`config.mk`:
```
export PLATFORM = sky130hd
export DESIGN_NAME = buffer_rotation
export DESIGN_NICKNAME = d
export VERILOG_FILES = /design/src/pixel_pkg.sv /design/src/buffer_rotation.sv
export SDC_FILE = /design/constraint.sdc
export NUM_CORES = 1
export LEC_CHECK = 0
export BUFFER_PORTS_ARGS = -buffer_cell sky130_fd_sc_hd__buf_2
export CAP_MARGIN = 20
export CORE_AREA = 2 2 39 41
export CTS_CLUSTER_SIZE = 14
export DETAILED_ROUTE_END_ITERATION = 8
export DIE_AREA = 0 0 41 43
export GPL_TIMING_DRIVEN = 0
export HOLD_SLACK_MARGIN = 0.12
export PLACE_DENSITY = 0.68
export REMOVE_ABC_BUFFERS = 1
export SLEW_MARGIN = 10
export SYNTH_ARGS = -nofsm -noshare
export SYNTH_HDL_FRONTEND = slang
export SYNTH_SLANG_ARGS = --single-unit
```
`constraint.sdc`:
```
create_clock -name clk_sys_36_864 -period 1.1 [get_ports clk_sys_36_864]
set_input_delay 0.11 -clock clk_sys_36_864 [delete_from_list [all_inputs] [get_ports clk_sys_36_864]]
set_output_delay 0.11 -clock clk_sys_36_864 [all_outputs]
set_load 0.01 [all_outputs]
```
`src/pixel_pkg.sv`:
```
package pixel_pkg;

  // Frame buffers in the rotation
  localparam int NUM_BANKS = 3;

  // Bank index, only 0..2 are legal
  typedef logic [1:0] buf_idx_t;

  // Native pixel format of the producer
  typedef struct packed {
    logic [3:0] r;
    logic [3:0] g;
    logic [3:0] b;
  } rgb444_t;

  // Scanout pixel format
  typedef struct packed {
    logic [7:0] r;
    logic [7:0] g;
    logic [7:0] b;
  } rgb888_t;

  // Flicker blend selection
  typedef enum logic [1:0] {
    BLEND_OFF   = 2'd0,
    BLEND_TWO   = 2'd1,
    BLEND_THREE = 2'd2
  } blend_mode_e;

  // One pixel write from the producer, always accepted
  typedef struct packed {
    logic        valid;
    logic [14:0] addr;
    rgb444_t     data;
  } pixel_wr_t;

endpackage

```
`src/buffer_rotation.sv`:
```
module buffer_rotation #(
  parameter int FRAME_PIXELS = 32256
) (
  input  logic                              clk_sys_36_864,
  input  logic                              rst,
  input  pixel_pkg::pixel_wr_t              pix_wr,
  input  logic                              buffering,
  input  logic                              frame_end,
  output logic [pixel_pkg::NUM_BANKS-1:0]   bank_we,
  output pixel_pkg::buf_idx_t               read_idx,
  output pixel_pkg::buf_idx_t               last_idx
);

  pixel_pkg::buf_idx_t wr_idx;
  pixel_pkg::buf_idx_t next_idx;
  logic                frame_done;

  // Last pixel of a frame written
  assign frame_done = pix_wr.valid && (pix_wr.addr == 15'(FRAME_PIXELS - 1));

  // One-hot write enable towards the banks
  always_comb begin
    for (int i = 0; i < pixel_pkg::NUM_BANKS; i++) begin
      bank_we[i] = pix_wr.valid && (wr_idx == pixel_pkg::buf_idx_t'(i));
    end
  end

  // Producer side, advances per completed frame
  always_ff @(posedge clk_sys_36_864) begin
    if (rst) begin
      wr_idx   <= '0;
      next_idx <= '0;
    end else if (!buffering) begin
      wr_idx   <= '0;
      next_idx <= '0;
    end else if (frame_done) begin
      next_idx <= wr_idx;
      if (wr_idx == pixel_pkg::buf_idx_t'(pixel_pkg::NUM_BANKS - 1)) begin
        wr_idx <= '0;
      end else begin
        wr_idx <= wr_idx + 1'b1;
      end
    end
  end

  // Scanout side, only moves at the frame boundary
  always_ff @(posedge clk_sys_36_864) begin
    if (rst) begin
      read_idx <= '0;
      last_idx <= '0;
    end else if (frame_end) begin
      read_idx <= next_idx;
      last_idx <= read_idx;
    end
  end

endmodule

```
==> reports/results.tsv <==
metric	value	unit
drtIter0Drc	1	
holdWs	201	ps
cts_post_setup_buffers_inserted	0	
postSynthAreaPerCell	10.8	um2
grt_max_degree	7	
die_x	41	um
outcome	complete, no violations	
net-switching-power	0.122	mW
gr-usage-all-layers	10.4	%
worst_pin_slew	410	ps
layout.filler_cells	143	
synth_fa_ha_area_share	0	%
syn_to_final_growth	48.0	%
clockPowerShare	38.1	%
sw_frac_of_total	21.5	%
crit_fanout	6	
synth-xor-area-share	0	%
synth_ff_type	dfxtp_1	
cts_tree	done	
synth-seq-area-share	40.1	%
gp_congestion	0.638	
antenna_found_initial	0	
synthTopCellsByArea	dfxtp_1 40%, mux2i_1 20%, nand4_2 6.3%	
hp-class	in2reg	
fp.dieArea	1760	um2
max_freq	953	MHz
synth_top_area_share	40.1	%
synth-seq-cells	8	
ir_drop	0.499	mV
cts-buffers-inserted	3	
routedWlPerCell	10.5	um
dpl.hpwl	714	um
power_frac_seq	50.1	%
coreArea	1380	um2
ant_nets	0	
grt_overflow	0	
synth_common_cells	8 x dfxtp_1, 8 x mux2i_1, 5 x nand2_1, 5 x nor2_1	
synth_cells	37	
leakage	0.286	nW
num_rows	14	
setup_viol	0	
synth_top_family_by_area	simple AND/OR/NAND/NOR gates	
syn_area	399	um2
fp.dieH	43	um
numClockSinks	8	
via_count	378	
cp.required	990	ps
synth_compound_area_share	0	%
setup.worst_path.end_class	output port	
num_io_pins	39	
first_pass_iters	4	
critical_path.startpoint_type	flop	
finClkSkew	2.24	ps
grt_pass1_vias	308	
clock_latency	250	ps
cts.clk_slew.worst_paths	50	ps
synth.distinct_cells	13	
route.detailed.drc	0	
synth_mux_area_share	20.1	%
synth_edf_count	0	
period_needed	1050	ps
insertedDiodeCount	0	
ys_warn_count	0	
relSlewSlack	72.4	%
synth_async_sr_flop_share	0	%
utilization	42.7	%
internal_power	0.446	mW
clockBufferDepth	2	
start_util	28.8	%
nets	100	
cp.arrival	940	ps
worst_slack	50.9	ps
synth_area_leader_cell	dfxtp_1	
rsz0062_at_grt	false	
grt_pass1_wl	1210	um
viasPerCell	4.61	
critPathKind	reg2out	
power_frac_comb	11.8	%
drv_cap	0	
p_per_area	963	nW/um2
finalCritPeriodShare	95.4	%
wl	862	um
drive_above_1_share	57.6	%
cts_max_level	1	
slew_violations	0	
portBuffers	26	
root_buffer	clkbuf_4	
dp_slack	-18.9	ps
hold_viol	0	
yosys.area_share.simple	38.9	%
## flip-flops by register name (all words and copies together) (netlist names)
register / count
last_idx: 2
read_idx: 2
next_idx: 2
wr_idx: 2
## final cells by class
cell class / instances / area [um2] / share of cell area [%]
timing repair buffer: 27 / 140 / 23.7
sequential: 8 / 168 / 28.4
clock buffer: 3 / 22.5 / 3.81
tap: 16 / 20.0 / 3.39
multi-input combinational: 28 / 240 / 40.7
## power groups by stage
stage / Sequential [mW] / Clock [mW] / Combinational [mW]
after detailed placement: 0.296 / 0 / 0.0649
after floorplan: 0.296 / 0 / 0.0162
after global routing: 0.285 / 0.242 / 0.0736
after global placement: 0.296 / 0 / 0.0625
final: 0.285 / 0.217 / 0.0669
after CTS: 0.290 / 0.230 / 0.0678
## path summary, 6_finish.rpt
kind | from | endpoint | cells after the start | slack, ps
worst max-delay path | wr_idx[0] | bank_we[2] | 2 | 50
worst min register to register | next_idx[0] | next_idx[0] | 2 | 460
worst min-delay path | rst | wr_idx[0] | 4 | 200
worst max register to register | wr_idx[0] | wr_idx[0] | 3 | 400
## metrics by stage
| step | total power, mW | instances | area [um2] | TNS (ps) |
|---|---|---|---|---|
| 2_1_floorplan | 0.312 | 36 | 395 | 0 |
| 3_3_place_gp | 0.359 | 78 | 546 | 0 |
| 3_5_place_dp | 0.361 | 78 | 546 | -42.7 |
| 4_1_cts | 0.587 | 82 | 581 | 0 |
| 5_1_grt | 0.600 | 82 | 591 | 0 |
| 6_report | 0.569 | 82 | 591 | 0 |
## cells by family after synthesis
kind of cell  after synthesis
simple gates               20
mux                         8
buf+inv                     1
flops                       8
## what timing repair did
action / 4_1_cts / 5_1_grt
setup endpoints to repair: 3 / 2
gates resized for setup: 2 / 3
endpoints found under the hold margin: 4 / 0
hold buffers: 1 / 0
## metal layers
layer / track usage (%) / up-vias / share of wire [%]
met5: 0 / - / 0
met4: 6.00 / 0 / 0
met3: 6.28 / 0 / 19
met2: 14.1 / 27 / 40
met1: 12.0 / 156 / 40
li1: - / 195 / -
## critical path, cell delays in order (launching register included)
cell and delay [ps]:
dfxtp_4 370, and3b_2 200, buf_2 130
## cells in the final DEF, fill, tap and decap left out
master	instances
nor2b_1	1
dlygate4sd3_1	1
mux2i_1	8
dfxtp_4	2
nand2_1	5
clkbuf_4	3
nor2_1	5
dfxtp_1	6
nand4_4	1
buf_2	26
nand3b_1	1
nor4_4	1
nand4b_1	1
and3b_2	2
nand4_2	2
nor3b_2	1
Power figures use the tool's default switching activity.
