[src/pixel_pkg.sv]
package pixel_pkg;

  // Frame buffers in the rotation
  localparam int NUM_BANKS = 3;

  // Bank index, only 0..2 are legal
  typedef logic [1:0] buf_idx_t;

  // Native pixel format of the producer
  typedef struct packed {
    logic [3:0] r;
    logic [3:0] g;
    logic [3:0] b;
  } rgb444_t;

  // Scanout pixel format
  typedef struct packed {
    logic [7:0] r;
    logic [7:0] g;
    logic [7:0] b;
  } rgb888_t;

  // Flicker blend selection
  typedef enum logic [1:0] {
    BLEND_OFF   = 2'd0,
    BLEND_TWO   = 2'd1,
    BLEND_THREE = 2'd2
  } blend_mode_e;

  // One pixel write from the producer, always accepted
  typedef struct packed {
    logic        valid;
    logic [14:0] addr;
    rgb444_t     data;
  } pixel_wr_t;

endpackage

[src/flicker_blend.sv]
module flicker_blend (
  input  logic                   clk_sys_36_864,
  input  logic                   rst,
  input  logic                   pix_ce,
  input  pixel_pkg::blend_mode_e mode,
  input  pixel_pkg::rgb444_t     bank_data [pixel_pkg::NUM_BANKS],
  input  pixel_pkg::buf_idx_t    read_idx,
  input  pixel_pkg::buf_idx_t    last_idx,
  output pixel_pkg::rgb888_t     video
);

  pixel_pkg::rgb444_t rgb_now;
  pixel_pkg::rgb444_t rgb_last;
  pixel_pkg::rgb888_t blended;

  // Average of two frames, sum widened to 8 bits
  function automatic logic [7:0] avg2(input logic [3:0] a, input logic [3:0] b);
    logic [4:0] sum;
    sum = 5'(a) + 5'(b);
    return {sum, sum[4:2]};
  endfunction

  // Average of three frames via multiply by 21845 / 16384
  function automatic logic [7:0] avg3(input logic [3:0] a, input logic [3:0] b,
                                      input logic [3:0] c);
    logic [5:0]  sum;
    logic [7:0]  ext;
    logic [23:0] prod;
    sum  = 6'(a) + 6'(b) + 6'(c);
    ext  = {sum, sum[5:4]};
    prod = 24'(ext) * 24'd21845;
    return prod[21:14];
  endfunction

  always_comb begin
    rgb_now  = bank_data[read_idx];
    rgb_last = bank_data[last_idx];
    case (mode)
      pixel_pkg::BLEND_OFF: begin
        blended.r = {rgb_now.r, rgb_now.r};
        blended.g = {rgb_now.g, rgb_now.g};
        blended.b = {rgb_now.b, rgb_now.b};
      end
      pixel_pkg::BLEND_TWO: begin
        blended.r = avg2(rgb_now.r, rgb_last.r);
        blended.g = avg2(rgb_now.g, rgb_last.g);
        blended.b = avg2(rgb_now.b, rgb_last.b);
      end
      default: begin
        blended.r = avg3(bank_data[0].r, bank_data[1].r, bank_data[2].r);
        blended.g = avg3(bank_data[0].g, bank_data[1].g, bank_data[2].g);
        blended.b = avg3(bank_data[0].b, bank_data[1].b, bank_data[2].b);
      end
    endcase
  end

  always_ff @(posedge clk_sys_36_864) begin
    if (rst) begin
      video <= '0;
    end else if (pix_ce) begin
      video <= blended;
    end
  end

endmodule

[config.mk]
export PLATFORM = sky130hd
export DESIGN_NAME = flicker_blend
export DESIGN_NICKNAME = d
export VERILOG_FILES = /design/src/pixel_pkg.sv /design/src/flicker_blend.sv
export SDC_FILE = /design/constraint.sdc
export NUM_CORES = 1
export LEC_CHECK = 0
export BUFFER_PORTS_ARGS = -buffer_cell sky130_fd_sc_hd__buf_4
export CAP_MARGIN = 30
export CORE_AREA = 2 2 114 116
export DETAILED_ROUTE_END_ITERATION = 12
export DIE_AREA = 0 0 116 118
export PLACE_DENSITY = 0.72
export SLEW_MARGIN = 20
export SYNTH_ARGS = -nofsm -noshare
export SYNTH_HDL_FRONTEND = slang
export SYNTH_SLANG_ARGS = --single-unit
[constraint.sdc]
create_clock -name clk_sys_36_864 -period 7.6 [get_ports clk_sys_36_864]
set_clock_uncertainty 0.15 [all_clocks]
set_input_delay 1.14 -clock clk_sys_36_864 [delete_from_list [all_inputs] [get_ports clk_sys_36_864]]
set_output_delay 1.14 -clock clk_sys_36_864 [all_outputs]
set_load 0.02 [all_outputs]
==> results of run 1 <==
## metrics by stage
stage / cell area, um^2 / instances / hold slack, ns
after floorplan: 6030 / 741 / 0.397
after global placement: 6670 / 960 / 0.325
after detailed placement: 6670 / 960 / 0.328
after CTS: 6770 / 964 / 0.338
after global routing: 6790 / 966 / 0.359
final: 6790 / 966 / 0.334
## layer usage
| metal | part of all wire [%] | track usage [%] | vias to the layer above |
|---|---|---|---|
| li1 | - | - | 2725 |
| met1 | 47 | 32.4 | 2552 |
| met2 | 45 | 36.3 | 181 |
| met3 | 6.9 | 3.55 | 15 |
| met4 | 0.95 | 3.27 | 0 |
| met5 | 0 | 0 | - |
## worst min path at each step
| stage | start | endpoint | slack (ns) | cells past startpoint |
|---|---|---|---|---|
| after global routing | video[10] | video[10] | 0.36 | 2 |
| after floorplan | video[20] | video[20] | 0.40 | 2 |
| after CTS | video[10] | video[10] | 0.34 | 2 |
| final | video[10] | video[10] | 0.33 | 2 |
| after global placement | video[9] | video[9] | 0.32 | 2 |
| after detailed placement | video[10] | video[10] | 0.33 | 2 |
## area by class of cell
class | count | area, um^2
fillers | 1222 | 5630
clock buffers | 3 | 75.1
clock inverters | 1 | 30.0
flip-flops and latches | 24 | 480
multi-input cells | 604 | 5110
well taps | 172 | 215
repair buffers | 72 | 538
inverters | 90 | 338
## cell usage in the layout (no fill, tap or decap), drive strengths merged, types with 13 or more instances in the layout
| cell type | count |
|---|---|
| ha | 119 |
| inv | 89 |
| a21oi | 52 |
| xor2 | 13 |
| nor2 | 55 |
| xnor2 | 32 |
| dfxtp | 24 |
| mux2i | 28 |
| buf | 71 |
| nand3 | 16 |
| a21o | 24 |
| nand2 | 60 |
| fa | 42 |
| o21ai | 55 |
## worst register-to-register path: stages (launching register included)
cell	delay (ns)
sky130_fd_sc_hd__dfxtp_1	0.33
sky130_fd_sc_hd__nor2_1	0.05
sky130_fd_sc_hd__or2_2	0.31
sky130_fd_sc_hd__nor4b_1	0.27
sky130_fd_sc_hd__o21ai_0	0.12
sky130_fd_sc_hd__nand3_1	0.09
## kinds of logic after synthesis
logic type / share of synthesized area, %
AOI/OAI and AO/OA: 21.2
xor gates and xnor gates: 6.54
adders and majority gates: 38.7
buffers and inverters: 7.25
DFF: 7.97
muxes: 5.40
and+or+nand+nor: 13.0
==> out/qor.yml, run 1 <==
setup_path:
  cp-startpoint: "bank_data[1]"
  critPathMaxStageDelay_ns: 0.53
  worstSetupEndpointType: "register"
  slowest_stage: "sky130_fd_sc_hd__fa_1"
  path_class: "in -> reg"
  critical_path.startpoint_type: "primary input"
  endpoint: "video[5]"
  crit_path_cell_chain: "buf_4 > inv_1 > fa_1 > inv_1 > ha_1 > inv_1 > fa_1 > inv_1 > a21oi_1 > nor2_1 > nand2_1 > fa_1 > fa_1 > inv_1 > fa_1 > ha_1 > a21oi_1 > o2111ai_1 > nor3_1 > nor3_1 > a211o_1 > xnor2_1 > a311oi_1"
  r2r-start: "video[15]"
  reg2reg_setup_slack_ns: 6.24
  reg2reg_depth: 5
  worst_ep_arrival_time_ns: 6.52
  critical_path_peak_fanout: 5
  cp.required_ns: 7.63
  critical_path.reg2reg.endpoint: "video[15]"
  cp_top_family: "adder cells"
  path_buf_inv: 6
  path_depth: 23
synth:
  synthesis.area_um2: 6030
  synth_largest_type_area_fraction_pct: 24.7
  synth_async_sr_flop_share_pct: 0
  synthesis.yosys.warnings: 0
  synthesis.area_per_instance_um2: 8.13
  seq_area_frac_synth_pct: 7.97
  synth_common_cells: "sky130_fd_sc_hd__ha_1, sky130_fd_sc_hd__inv_1, sky130_fd_sc_hd__nand2_1"
  synth_most_common_cell: "sky130_fd_sc_hd__ha_1"
  yosys-top-cells-area: "sky130_fd_sc_hd__ha_1, sky130_fd_sc_hd__fa_1, sky130_fd_sc_hd__dfxtp_1, sky130_fd_sc_hd__inv_1, sky130_fd_sc_hd__mux2i_1"
  ys_types: 66
  synth.ff_latch_count: 24
  netlist.top_cell.by_area: "sky130_fd_sc_hd__ha_1"
  synth_enable_flop_cells: 0
  synthesis.instances: 741
  postSynthNetCount: 947
  yosys_most_used_dff: "sky130_fd_sc_hd__dfxtp_1"
grt:
  via_count_of_the_first_global_routing_pass: 5345
  gr_ovfl_total: 0
  first_pass_grt_wire_length_mm: 25.3
  grt_start_max_net_pins: 46
  gr-usage-all-layers_pct: 22.6
  initial_antenna_violation_count: 0
drt:
  final_antenna_net_count: 0
  avgRoutedWirePerCell_um: 15.8
  totalWireLength_mm: 15.2
  detail_route.first_pass.iterations: 5
  drtIter0Drc: 299
  routed_via_count_divided_by_cell_count: 5.67
  vias: 5473
  remaining_drc_errors: 0
timing:
  fin_tns_setup_ns: 0
  maxSlewHeadroom_pct: 42.6
  setup-violations-final: 0
  worstMarginPinSlew_ns: 0.858
  maxClockFrequency_ghz: 0.154
  post-route-period-util_pct: 85.5
  timing.final.max_slew_violations: 0
  setup_repair_after_global_routing_missed_its_margin: "no"
  final_critical_delay_including_setup_and_external_delays_ns: 6.50
  post-route-worst-setup-slack_ns: 1.10
  final_hold_viol_count: 0
floorplanning:
  full_die_area_um2: 13700
  fp.coreArea_um2: 12400
  die_width_um: 116
  die_y_um: 118
  floorplan.initialDensity_pct: 48.5
  design.portCount: 69
  num_rows: 41
layout:
  registers.top_by_ff_count: "video"
  design.final.nets: 1001
  top_regs: "video (24)"
  drive_gt1_share_pct: 11.6
  number_of_flip_flops_in_the_largest_register: 24
  antenna-diode-count: 0
  final_core_util_pct: 54.7
  layout-area-overhead-vs-synth_pct: 12.6
clock_tree:
  cts.sink_count: 24
  hold_buffers: 0
  clk_latency_ns: 0.26
  cts_buffers: 3
  postCtsSetupRepairBufs: 0
  htree_levels: 1
  max-clock-path-buffers: 2
  tritoncts: "done"
  root_buffer: "sky130_fd_sc_hd__clkbuf_16"
  clkTransAtPathRegs_ns: 0.07
  ctsResizeCount: 0
worst_hold_path:
  timing.hold.worst.class: "reg -> reg"
status:
  run_status: "complete, no violations"
placed_design:
  dp_slack_ns: 0.917
  place.port_buffers: 68
  dp_wirelength_mm: 12.8
  gp_routability_congestion: 0.919
flow_run:
  maxCapViolations: 0
Power of run 1 is not shown: default switching activity piles up to over one toggle a cycle in this logic, so the estimate is an artifact.
==> inputs of run 2 (changes only) <==
--- a/config.mk
+++ b/config.mk
@@ -10,7 +10,9 @@
 export CORE_AREA = 2 2 114 116
 export DETAILED_ROUTE_END_ITERATION = 12
 export DIE_AREA = 0 0 116 118
+export GPL_TIMING_DRIVEN = 0
 export PLACE_DENSITY = 0.72
+export SETUP_SLACK_MARGIN = 0.2
 export SLEW_MARGIN = 20
 export SYNTH_ARGS = -nofsm -noshare
 export SYNTH_HDL_FRONTEND = slang
==> out/qor.yml, run 2 (same netlist as run 1, synthesis figures left out) <==
status:
  run_status: "complete, no violations"
drt:
  detail_route.first_pass.iterations: 5  # unchanged
  remaining_drc_errors: 0  # unchanged
  avgRoutedWirePerCell_um: 15.4  # -2.1%
  drtIter0Drc: 380  # +27%
  totalWireLength_mm: 15.2  # -0.35%
  final_antenna_net_count: 0  # unchanged
  vias: 5512  # +0.71%
  routed_via_count_divided_by_cell_count: 5.61  # -1.0%
setup_path:
  path_class: "in -> reg"
  r2r-start: "video[15]"
  reg2reg_setup_slack_ns: 6.22  # -0.02 ns
  critical_path.reg2reg.endpoint: "video[15]"
  slowest_stage: "sky130_fd_sc_hd__xnor2_1"
  critical_path_peak_fanout: 8  # +3
  worst_ep_arrival_time_ns: 6.95  # +0.43 ns
  crit_path_cell_chain: "buf_4 > inv_1 > fa_1 > inv_1 > ha_1 > a21oi_2 > nand2_1 > xnor2_1 > inv_1 > fa_1 > fa_1 > inv_1 > fa_1 > ha_1 > a21oi_1 > o2111ai_1 > nor3_1 > nor3_1 > a211o_1 > xnor2_1 > a311oi_1"
  critPathMaxStageDelay_ns: 0.67  # +0.14 ns
  cp.required_ns: 7.63  # about the same
  cp-startpoint: "bank_data[3]"
  worstSetupEndpointType: "register"
  critical_path.startpoint_type: "primary input"
  reg2reg_depth: 5  # unchanged
grt:
  first_pass_grt_wire_length_mm: 25.4  # +0.11%
  via_count_of_the_first_global_routing_pass: 5401  # +1.0%
  grt_start_max_net_pins: 15  # -67%
  gr-usage-all-layers_pct: 22.7  # +0.11 points
  initial_antenna_violation_count: 0  # unchanged
  gr_ovfl_total: 0  # unchanged
layout:
  registers.top_by_ff_count: "video"
  layout-area-overhead-vs-synth_pct: 13.5
  drive_gt1_share_pct: 11.0  # -0.61 points
  antenna-diode-count: 0  # unchanged
  layout.cells.non_filler: 983  # +1.8%
  final_common_cell: "sky130_fd_sc_hd__ha_1"
  number_of_flip_flops_in_the_largest_register: 24  # unchanged
  design.final.nets: 1018  # +1.7%
  mostFrequentLayoutCells: "sky130_fd_sc_hd__ha_1, sky130_fd_sc_hd__inv_1, sky130_fd_sc_hd__buf_4, sky130_fd_sc_hd__nand2_1, sky130_fd_sc_hd__nor2_1"
  filler_cell_count: 1207  # -1.2%
  fin_area_um2: 6840  # +0.83%
  top_regs: "video (24)"
clock_tree:
  ctsResizeCount: 0  # unchanged
  max-clock-path-buffers: 2  # unchanged
  root_buffer: "sky130_fd_sc_hd__clkbuf_16"
  clk_latency_ns: 0.27  # about the same
  cts_buffers: 3  # unchanged
  cts.sink_count: 24  # unchanged
  postCtsSetupRepairBufs: 0  # unchanged
  htree_levels: 1  # unchanged
  hold_buffers: 0  # unchanged
  tritoncts: "done"
  clkTransAtPathRegs_ns: 0.07  # about the same
timing:
  post-route-period-util_pct: 91.0  # +5.5 points
  maxSlewHeadroom_pct: 37.6  # -5.0 points
  final_critical_delay_including_setup_and_external_delays_ns: 6.92  # +0.422 ns
  maxClockFrequency_ghz: 0.145  # -6.1%
  worstMarginPinSlew_ns: 0.929  # +0.0712 ns
  final_hold_viol_count: 0  # unchanged
  setup-violations-final: 0  # unchanged
  fin_tns_setup_ns: 0  # unchanged
  setup_repair_after_global_routing_missed_its_margin: "no"
  timing.final.max_slew_violations: 0  # unchanged
floorplanning:
  die_y_um: 118  # unchanged
  floorplan.initialDensity_pct: 48.5  # unchanged
  num_rows: 41  # unchanged
  full_die_area_um2: 13700  # unchanged
  die_width_um: 116  # unchanged
  design.portCount: 69  # unchanged
  fp.coreArea_um2: 12400  # unchanged
worst_hold_path:
  timing.hold.worst.class: "reg -> reg"
  worst_hold_start: "video[20]"
  worst_hold_path.num_cells: 2  # unchanged
  min_to: "video[20]"
placed_design:
  dpl.cell_count: 979  # +2.0%
  placed_area_um2: 6740  # +1.0%
  place.port_buffers: 66  # -2.9%
  gp_routability_congestion: 0.887  # -3.5%
  dp_wirelength_mm: 13.0  # +1.7%
flow_run:
  maxCapViolations: 0  # unchanged
==> run 2: worst max-delay path by stage <==
stage          cells past startpoint        to
2_1_floorplan                     20  video[5]
3_3_place_gp                      21  video[5]
3_5_place_dp                      21  video[5]
4_1_cts                           21  video[5]
5_1_grt                           21  video[5]
6_report                          21  video[5]
==> run 2: layout make-up <==
type / instances / area (um^2) / share of cell area (%)
Inverter: 90 / 338 / 4.94
Timing Repair Buffer: 66 / 495 / 7.24
Sequential cell: 24 / 480 / 7.02
Clock buffer: 3 / 75.1 / 1.10
Multi-Input combinational cell: 604 / 5110 / 74.7
Clock inverter: 1 / 30.0 / 0.439
Buffer: 23 / 98.8 / 1.44
Tap cell: 172 / 215 / 3.14
==> run 2: routing by layer <==
metal,up-vias,GRT usage [%],share of wire [%]
met5,-,0,0
met4,0,3.65,1.1
met3,18,3.66,6.6
met2,166,36.7,45
met1,2570,32.2,47
li1,2758,-,-
==> run 2: per-stage QoR <==
step | hold slack, ns | setup slack, ns | util [%]
floorplan | 0.397 | 1.21 | -
global placement | 0.321 | 0.438 | 54.3
detailed placement | 0.324 | 0.432 | 54.3
CTS | 0.336 | 0.686 | 55.1
global route | 0.377 | 0.244 | 55.1
finish | 0.337 | 0.682 | 55.1
==> run 2: critical path, delay by kind of cell <==
kind / cells / cell delay [ns]
xor gates and xnor gates: 2 / 0.81
buffers and inverters: 5 / 0.57
AOI/OAI and AO/OA: 5 / 1.10
adders and majority gates: 6 / 2.79
and+or+nand+nor: 3 / 0.52
Power of run 2 is left out for the same reason.
