File: config.mk
export PLATFORM = sky130hd
export DESIGN_NAME = video_timing_gen
export DESIGN_NICKNAME = d
export VERILOG_FILES = /design/src/video_timing_pkg.sv /design/src/video_timing_gen.sv
export SDC_FILE = /design/constraint.sdc
export NUM_CORES = 1
export LEC_CHECK = 0
export ABC_AREA = 1
export BUFFER_PORTS_ARGS = -buffer_cell sky130_fd_sc_hd__buf_2
export CORE_MARGIN = 4
export CORE_UTILIZATION = 30
export CTS_CLUSTER_DIAMETER = 40
export DETAILED_ROUTE_END_ITERATION = 12
export SYNTH_ARGS = -nofsm -noshare
export SYNTH_HDL_FRONTEND = slang
export SYNTH_SLANG_ARGS = --single-unit
File: constraint.sdc
create_clock -name clk_sys_36_864 -period 5.1 [get_ports clk_sys_36_864]
set_clock_uncertainty 0.15 [all_clocks]
set_input_delay 0.765 -clock clk_sys_36_864 [delete_from_list [all_inputs] [get_ports clk_sys_36_864]]
set_output_delay 0.765 -clock clk_sys_36_864 [all_outputs]
set_load 0.05 [all_outputs]
File: src/video_timing_pkg.sv
package video_timing_pkg;

  // Pixel clock is clk_sys_36_864 divided by this
  localparam int PIX_DIV = 6;

  // Last x of a line and last y of a frame
  localparam int H_TOTAL_LAST = 400;
  localparam int V_TOTAL_LAST = 257;

  // Active window, hblank drops after H_ACTIVE_START and rises after H_ACTIVE_END
  localparam int H_ACTIVE_START = 31;
  localparam int H_ACTIVE_END   = 255;
  localparam int V_ACTIVE_START = 66;
  localparam int V_ACTIVE_LINES = 144;

  // Horizontal sync window
  localparam int HS_START = 320;
  localparam int HS_LEN   = 32;

  // Vsync edges happen at HS_START of these lines
  localparam int VS_START_LINE = 1;
  localparam int VS_END_LINE   = 4;

  typedef struct packed {
    logic hsync;
    logic vsync;
    logic hblank;
    logic vblank;
  } sync_t;

endpackage

File: src/video_timing_gen.sv
module video_timing_gen #(
  parameter int FRAME_PIXELS = 32256
) (
  input  logic                              clk_sys_36_864,
  input  logic                              rst,
  input  logic                              flip,
  output logic                              pix_ce,
  output video_timing_pkg::sync_t           sync,
  output logic [$clog2(FRAME_PIXELS)-1:0]   scan_addr,
  output logic                              frame_end
);

  localparam int ADDR_W = $clog2(FRAME_PIXELS);
  localparam int DIV_W  = $clog2(video_timing_pkg::PIX_DIV);

  logic [DIV_W-1:0] div;
  logic [8:0]       x;
  logic [8:0]       y;
  logic [8:0]       x_nxt;
  logic [8:0]       y_nxt;
  logic             hblank_nxt;
  logic             vblank_nxt;
  logic             hsync_nxt;
  logic             active_nxt;

  // Position shown after the coming pixel step
  always_comb begin
    x_nxt = x + 1'b1;
    y_nxt = y;
    if (x == video_timing_pkg::H_TOTAL_LAST) begin
      x_nxt = '0;
      y_nxt = (y == video_timing_pkg::V_TOTAL_LAST) ? 9'd0 : y + 1'b1;
    end
    hblank_nxt = (x_nxt > video_timing_pkg::H_ACTIVE_END) ||
                 (x_nxt <= video_timing_pkg::H_ACTIVE_START);
    vblank_nxt = (y_nxt < video_timing_pkg::V_ACTIVE_START) ||
                 (y_nxt >= video_timing_pkg::V_ACTIVE_START + video_timing_pkg::V_ACTIVE_LINES);
    hsync_nxt  = (x_nxt >= video_timing_pkg::HS_START) &&
                 (x_nxt < video_timing_pkg::HS_START + video_timing_pkg::HS_LEN);
    active_nxt = !hblank_nxt && !vblank_nxt;
  end

  assign frame_end = pix_ce && (x == video_timing_pkg::H_TOTAL_LAST) &&
                     (y == video_timing_pkg::V_TOTAL_LAST);

  always_ff @(posedge clk_sys_36_864) begin
    if (rst) begin
      div    <= '0;
      pix_ce <= 1'b0;
    end else begin
      pix_ce <= (div == DIV_W'(video_timing_pkg::PIX_DIV - 1));
      div    <= (div == DIV_W'(video_timing_pkg::PIX_DIV - 1)) ? '0 : div + 1'b1;
    end
  end

  always_ff @(posedge clk_sys_36_864) begin
    if (rst) begin
      x         <= '0;
      y         <= '0;
      sync      <= '{hsync: 1'b0, vsync: 1'b0, hblank: 1'b1, vblank: 1'b1};
      scan_addr <= '0;
    end else if (pix_ce) begin
      x           <= x_nxt;
      y           <= y_nxt;
      sync.hsync  <= hsync_nxt;
      sync.hblank <= hblank_nxt;
      sync.vblank <= vblank_nxt;
      if (x_nxt == video_timing_pkg::HS_START) begin
        if (y_nxt == video_timing_pkg::VS_START_LINE) begin
          sync.vsync <= 1'b1;
        end else if (y_nxt == video_timing_pkg::VS_END_LINE) begin
          sync.vsync <= 1'b0;
        end
      end
      // Address runs one pixel ahead to cover the bank read latency
      if (vblank_nxt) begin
        scan_addr <= flip ? ADDR_W'(FRAME_PIXELS - 1) : '0;
      end else if (active_nxt) begin
        scan_addr <= flip ? scan_addr - 1'b1 : scan_addr + 1'b1;
      end
    end
  end

endmodule

==> results of run 1 <==
-- flip-flops by register name, indices dropped and copies added (netlist names) --
| register | cells |
|---|---|
| scan_addr | 15 |
| x | 9 |
| y | 9 |
| sync | 4 |
| div | 3 |
| pix_ce | 1 |
-- per-layer routing --
layer / part of all wire [%] / up-vias / wire length (um)
met2: 46 / 57 / 3995
met1: 49 / 1573 / 4273
li1: - / 1876 / -
met5: 0 / - / 0
met3: 2.8 / 12 / 246
met4: 1.7 / 0 / 145
-- cell families after synthesis --
group / Yosys count / synth area share (%)
AO/OA/AOI/OAI: 68 / 10.64
flip-flops: 41 / 23.35
AND/OR/NAND/NOR: 334 / 42.88
XOR/XNOR: 12 / 2.990
buffers and inverters: 98 / 12.46
adder cells (fa/ha/maj): 21 / 7.687
-- through the flow --
| stage | cells | setup WS [ns] | hold slack, ns |
|---|---|---|---|
| 2_1_floorplan | 574 | 2.473 | 0.2715 |
| 3_3_place_gp | 722 | 2.116 | 0.2831 |
| 3_5_place_dp | 722 | 2.096 | 0.3019 |
| 4_1_cts | 730 | 2.128 | 0.3124 |
| 5_1_grt | 730 | 1.827 | 0.3314 |
| 6_report | 730 | 2.121 | 0.3067 |
-- worst reg2reg max path: stages, from the launching register on --
cell and delay, ns:
dfxtp_1 0.36, inv_1 0.15, ha_1 0.16, nand2_1 0.07, nor2_2 0.17, nand2_2 0.27, nand2_1 0.15, nand2_1 0.12
inv_1 0.10, nand3_1 0.09, nand2_1 0.44, nand3_4 0.17, nand2_4 0.19, nand2_1 0.08, nor2_1 0.13, nor2_1 0.06
-- area by class of cell --
type                            count  area (um2)
Clock buffer                        7       152.6
Clock inverter                      1       8.758
Fill cell                        1243        7630
Inverter                           79       296.5
Multi-Input combinational cell    435        2257
Sequential cell                    41       820.8
Tap cell                          143       178.9
Timing Repair Buffer               24       122.6
-- power by group through the flow --
stage | Sequential, mW | Combinational (mW) | Clock (mW)
finish | 0.333 | 0.0834 | 0.340
global route | 0.333 | 0.0957 | 0.366
CTS | 0.333 | 0.0839 | 0.350
detailed placement | 0.340 | 0.0834 | 0
global placement | 0.340 | 0.0824 | 0
floorplan | 0.345 | 0.0617 | 0
-- worst paths after layout --
kind	startpoint	to	cells after the start
worst min register to register	div[0]$_SDFF_PP0_	div[0]$_SDFF_PP0_	1
worst max register to register	x[0]$_SDFFE_PP0P_	scan_addr[8]$_SDFFE_PP0P_	15
worst max-delay path	x[0]$_SDFFE_PP0P_	scan_addr[8]$_SDFFE_PP0P_	15
worst min-delay path	div[0]$_SDFF_PP0_	div[0]$_SDFF_PP0_	1
-- layout by cell type, fill, tap and decap left out, types with 3 or more instances in the layout --
| cell | n |
|---|---|
| a211oi_1 | 3 |
| buf_2 | 23 |
| nand4_1 | 24 |
| nand3_1 | 56 |
| nor3_1 | 6 |
| nand2_1 | 145 |
| nand2_2 | 13 |
| xnor2_1 | 3 |
| inv_1 | 74 |
| dfxtp_1 | 41 |
| nor2_1 | 75 |
| xor2_1 | 9 |
| ha_1 | 20 |
| clkbuf_16 | 5 |
| a21oi_1 | 31 |
| nand2_4 | 3 |
| inv_2 | 5 |
| o21ai_0 | 25 |
| nor2_2 | 5 |
-- synthesized netlist by cell type (4+ instances only) --
library cell and n:
nor2_2 5, nand2_1 145, inv_1 74, ha_1 20
xor2_1 9, nand2_2 13, clkbuf_1 7, nor2_1 75
buf_2 4, dfxtp_1 41, inv_2 5, o21ai_0 25
nand3_1 56, nand4_1 24, a21oi_1 31, nor3_1 6
==> metrics.md, run 1 <==
| Metric | Value |
|---|---|
| CTS resizes | 0 |
| Die area | 13520 um2 |
| Pwr Total | 0.7564 mW |
| Slowest Stage Delay on Critical Path | 0.44 ns |
| P&R area growth vs syn | 9.146% |
| Initial DRC count | 262 |
| RSZ-0062 raised after global routing | no |
| Die extent in x | 116.3 um |
| Mapped Area | 3516 um2 |
| Drt pass-1 iters | 5 |
| Worst setup SP type | flop |
| M3 GR Usage | 1.969% |
| Syn. warnings | 0 |
| GP Congestion | 0.8725 |
| Area leader, netlist | dfxtp_1 |
| Starting Density | 30.66% |
| Port Buf Inserts | 23 |
| Vias in the first global route | 3277 |
| DRC | 0 |
| N_diodes | 0 |
| Pins Over Slew Limit | 0 |
| Seq/Total Area, Yosys | 23.35% |
| Cell Pwr Density | 197.1 nW/um2 |
| Top FF cell, synth | dfxtp_1 |
| Post-synth EDFFs | 0 |
| Share of the synthesized area in the top cell type | 23.35% |
| Layout cells sized above 1 | 11.41% |
| Gr busiest metal | met2 |
| Fmax | 335.7 MHz |
| TritonCTS clock tree | done |
| # setup viols final | 0 |
| Final net count | 610 |
| Hold Crit Class | reg2reg |
| Clk pwr share | 45.0% |
| Maximum fanout along the worst path | 20 |
| Max cap viols | 0 |
| Worst-margin pin slew | 0.7070 ns |
| Crit Path Class | reg2reg |
| Comb power frac | 11.0% |
| GR Util met2 | 22.01% |
| Average size of a mapped cell | 6.125 um2 |
| Crit-path most repeated cell | nand2_1 |
| Clock transition at path regs | 0.06 ns |
| Switching Fraction | 25.72% |
| Setup TNS Final | 0 ns |
| Via total after detailed routing | 3518 |
| Seq cells post-synth | 41 |
| Synth cell types | 36 |
| Antenna-violating nets left | 0 |
| Crit path max-delay family | simple AND/OR/NAND/NOR gates |
| Relative slew slack | 52.81% |
| Cts bufs inserted | 5 |
| Initial antenna violation count | 0 |
| Routed len/inst | 11.86 um |
| Outcome | finished, final reports clean |
| Post-CTS setup buffers | 0 |
| Fin crit period | 2.979 ns |
| GR Util met1 | 17.87% |
| Core Box Area | 11470 um2 |
| Clk Latency, worst-skew pair | 0.28 ns |
| Io pins | 24 |
| WP data required | 5.13 ns |
| GRT overflow | 0 |
| Global-route wire length before repair | 14880 um |
| Ys async rst share | 0% |
| Mapped Cells | 574 |
| DP HPWL | 6691 um |
| Fin util | 33.46% |
| Leakage power | 2.013 nW |
| Register share of total power | 44.0% |
| Worst-case clock buffer depth | 2 |
| CP bufs+invs | 2 |
| Standard-cell rows | 39 |
| Peak VDD IR | 132.5 uV |
| Cell-internal power | 0.5619 mW |
| GRT Util Overall | 13.31% |
| Final wirelength | 8660 um |
| Post-DP Area | 3676 um2 |
| Hold_buf cts | 0 |
| Critical Path, Cell by Cell | inv_1 > ha_1 > nand2_1 > nor2_2 > nand2_2 > nand2_1 > nand2_1 > inv_1 > nand3_1 > nand2_1 > nand3_4 > nand2_4 > nand2_1 > nor2_1 > nor2_1 |
| Slowest-stage cell, CP | nand2_1 |
| Clk root buf | clkbuf_16 |
| Clk sinks | 41 |
| Largest net degree at the start of global routing | 25 |
| Final Hold Fails | 0 |
| Non-Filler Cell Area, Final | 3837 um2 |
| Post-synthesis net count | 598 |
| H-tree levels | 2 |
| Element type at the critical path end | flop |
| Drt via density | 4.819 |
| Synth top area cells | dfxtp_1 23%, nand2_1 15%, nor2_1 8.0% |
| CP arrival | 3.01 ns |
| Die H | 116.3 um |
| Crit share post-route | 58.40% |
| Net Sw Power | 0.1945 mW |
| R2r setup slk | 2.12 ns |
(Power assumes the default switching activity.)
==> run 2, diff against run 1 <==
==> constraint.sdc (replaced) <==
create_clock -name clk_sys_36_864 -period 2.9 [get_ports clk_sys_36_864]
set_clock_uncertainty 0.15 [all_clocks]
set_input_delay 0.435 -clock clk_sys_36_864 [delete_from_list [all_inputs] [get_ports clk_sys_36_864]]
set_output_delay 0.435 -clock clk_sys_36_864 [all_outputs]
set_load 0.05 [all_outputs]
==> metrics.md, run 2 (same netlist as run 1, synthesis figures left out) <==
| Metric | Value |
|---|---|
| Hold_buf cts | 0 |
| Largest registers | scan_addr: 15 flops, x: 9 flops, y: 9 flops |
| Most frequent cells in the layout | 144 x nand2_1, 75 x nor2_1, 74 x inv_1 |
| Final wirelength | 9087 um |
| Pins Over Slew Limit | 0 |
| GRT Util Overall | 14.16% |
| GP Congestion | 0.8537 |
| Crit Path Class | reg2reg |
| Port Buf Inserts | 23 |
| Clk root buf | clkbuf_16 |
| Initial antenna violation count | 0 |
| Routed len/inst | 12.35 um |
| Cts bufs inserted | 5 |
| Maximum fanout along the worst path | 14 |
| Post-CTS setup buffers | 0 |
| Max cap viols | 0 |
| Commonest non-fill, non-tap cell in the layout | nand2_1 |
| # setup viols final | 0 |
| Antenna-violating nets left | 0 |
| Layout cells sized above 1 | 12.48% |
| Drt pass-1 iters | 4 |
| Io pins | 24 |
| Largest net degree at the start of global routing | 25 |
| Die area | 13520 um2 |
| Pwr Total | 1.309 mW |
| Crit share post-route | 90.18% |
| Die H | 116.3 um |
| Standard-cell rows | 39 |
| Clk Latency, worst-skew pair | 0.28 ns |
| TritonCTS clock tree | done |
| Outcome | finished, final reports clean |
| N_diodes | 0 |
| Drt via density | 4.917 |
| Global-route wire length before repair | 15740 um |
| Starting Density | 30.66% |
| Peak VDD IR | 213.2 uV |
| Final net count | 616 |
| Die extent in x | 116.3 um |
| Worst-margin pin slew | 0.8163 ns |
| GRT overflow | 0 |
| Clock transition at path regs | 0.06 ns |
| Vias in the first global route | 3349 |
| Final Hold Fails | 0 |
| DRC | 0 |
| Setup TNS Final | 0 ns |
| DP HPWL | 6861 um |
| Initial DRC count | 183 |
| Cell Pwr Density | 336.8 nW/um2 |
| H-tree levels | 2 |
| P&R area growth vs syn | 10.53% |
| RSZ-0062 raised after global routing | no |
| Largest Register | scan_addr |
| WP data required | 2.93 ns |
| Clk sinks | 41 |
| CP arrival | 2.64 ns |
| Fmax | 382.4 MHz |
| Relative slew slack | 45.52% |
| Worst setup SP type | flop |
| Element type at the critical path end | flop |
| Worst-case clock buffer depth | 2 |
| Via total after detailed routing | 3619 |
| Hold Crit Class | reg2reg |
| Max reg flops | 15 |
| Core Box Area | 11470 um2 |
| Fin crit period | 2.615 ns |
| Leakage power | 2.051 nW |
[run 2: cell count changes in the layout (fill, tap and decap cells not counted), sizes merged]
cell	previous run	this run
buf	24	30
inv	80	79
clkinv	0	2
clkbuf	7	6
[run 2: where the power goes]
group	internal, mW	switching [mW]	total, mW
Clock	0.342	0.230	0.572
Sequential	0.574	0.0110	0.585
Combinational	0.0463	0.105	0.151
[run 2: final cells by class]
class                      instances  area [um2]
sequential                        41       820.8
tap                              143       178.9
timing repair buffer              30       167.7
inverter                          79       296.5
fill                            1250        7581
clock inverter                     2       13.76
clock buffer                       6       138.9
multi-input combinational        435        2270
[run 2: through the flow]
stage / instances / worst slack (ns) / hold slack (ns) / util [%] / cell area (um2)
after global routing: 736 / 0.003312 / 0.3384 / 33.89 / 3886
final: 736 / 0.2847 / 0.3143 / 33.89 / 3886
after CTS: 736 / 0.08233 / 0.3182 / 33.78 / 3874
after detailed placement: 728 / 0.09838 / 0.3052 / 32.45 / 3721
after floorplan: 574 / 0.5273 / 0.2715 / - / 3516
after global placement: 728 / 0.2146 / 0.2814 / 32.45 / 3721
[run 2: final timing paths]
check / slack (ns) / to / cells past startpoint / startpoint
setup / recovery: 0.28 / scan_addr[13]$_SDFFE_PP0P_ / 17 / x[0]$_SDFFE_PP0P_
hold / removal: 0.31 / sync[2]$_SDFFE_PP0P_ / 2 / sync[2]$_SDFFE_PP0P_
setup reg to reg: 0.28 / scan_addr[13]$_SDFFE_PP0P_ / 17 / x[0]$_SDFFE_PP0P_
hold reg to reg: 0.31 / sync[2]$_SDFFE_PP0P_ / 2 / sync[2]$_SDFFE_PP0P_
[run 2: routing by layer]
metal | track usage [%] | wire [um] | vias up
met5 | 0 | 0 | -
met4 | 4.099 | 128 | 0
met3 | 1.762 | 378 | 11
met2 | 23.42 | 4344 | 82
met1 | 19.34 | 4235 | 1637
li1 | - | - | 1889
[run 2: repair_timing]
| action | 4_1_cts | 5_1_grt |
|---|---|---|
| endpoints found under the hold margin | 0 | 0 |
| endpoints found under the setup margin | 0 | 15 |
| gates resized for setup | 0 | 4 |
[run 2: worst max-delay path, stage by stage (launching register included)]
cell     delay, ns
dfxtp_1       0.35
inv_1         0.14
ha_1          0.16
nand2_1       0.07
inv_1         0.06
nand2_1       0.07
nor2_4        0.27
nand3_1       0.12
nand2_1       0.14
inv_2         0.08
nand2_1       0.09
nor2_2        0.05
nand2_2       0.16
nand3_4       0.13
nand2_4       0.18
nand2_1       0.07
nor2_1        0.13
nor2_1        0.06
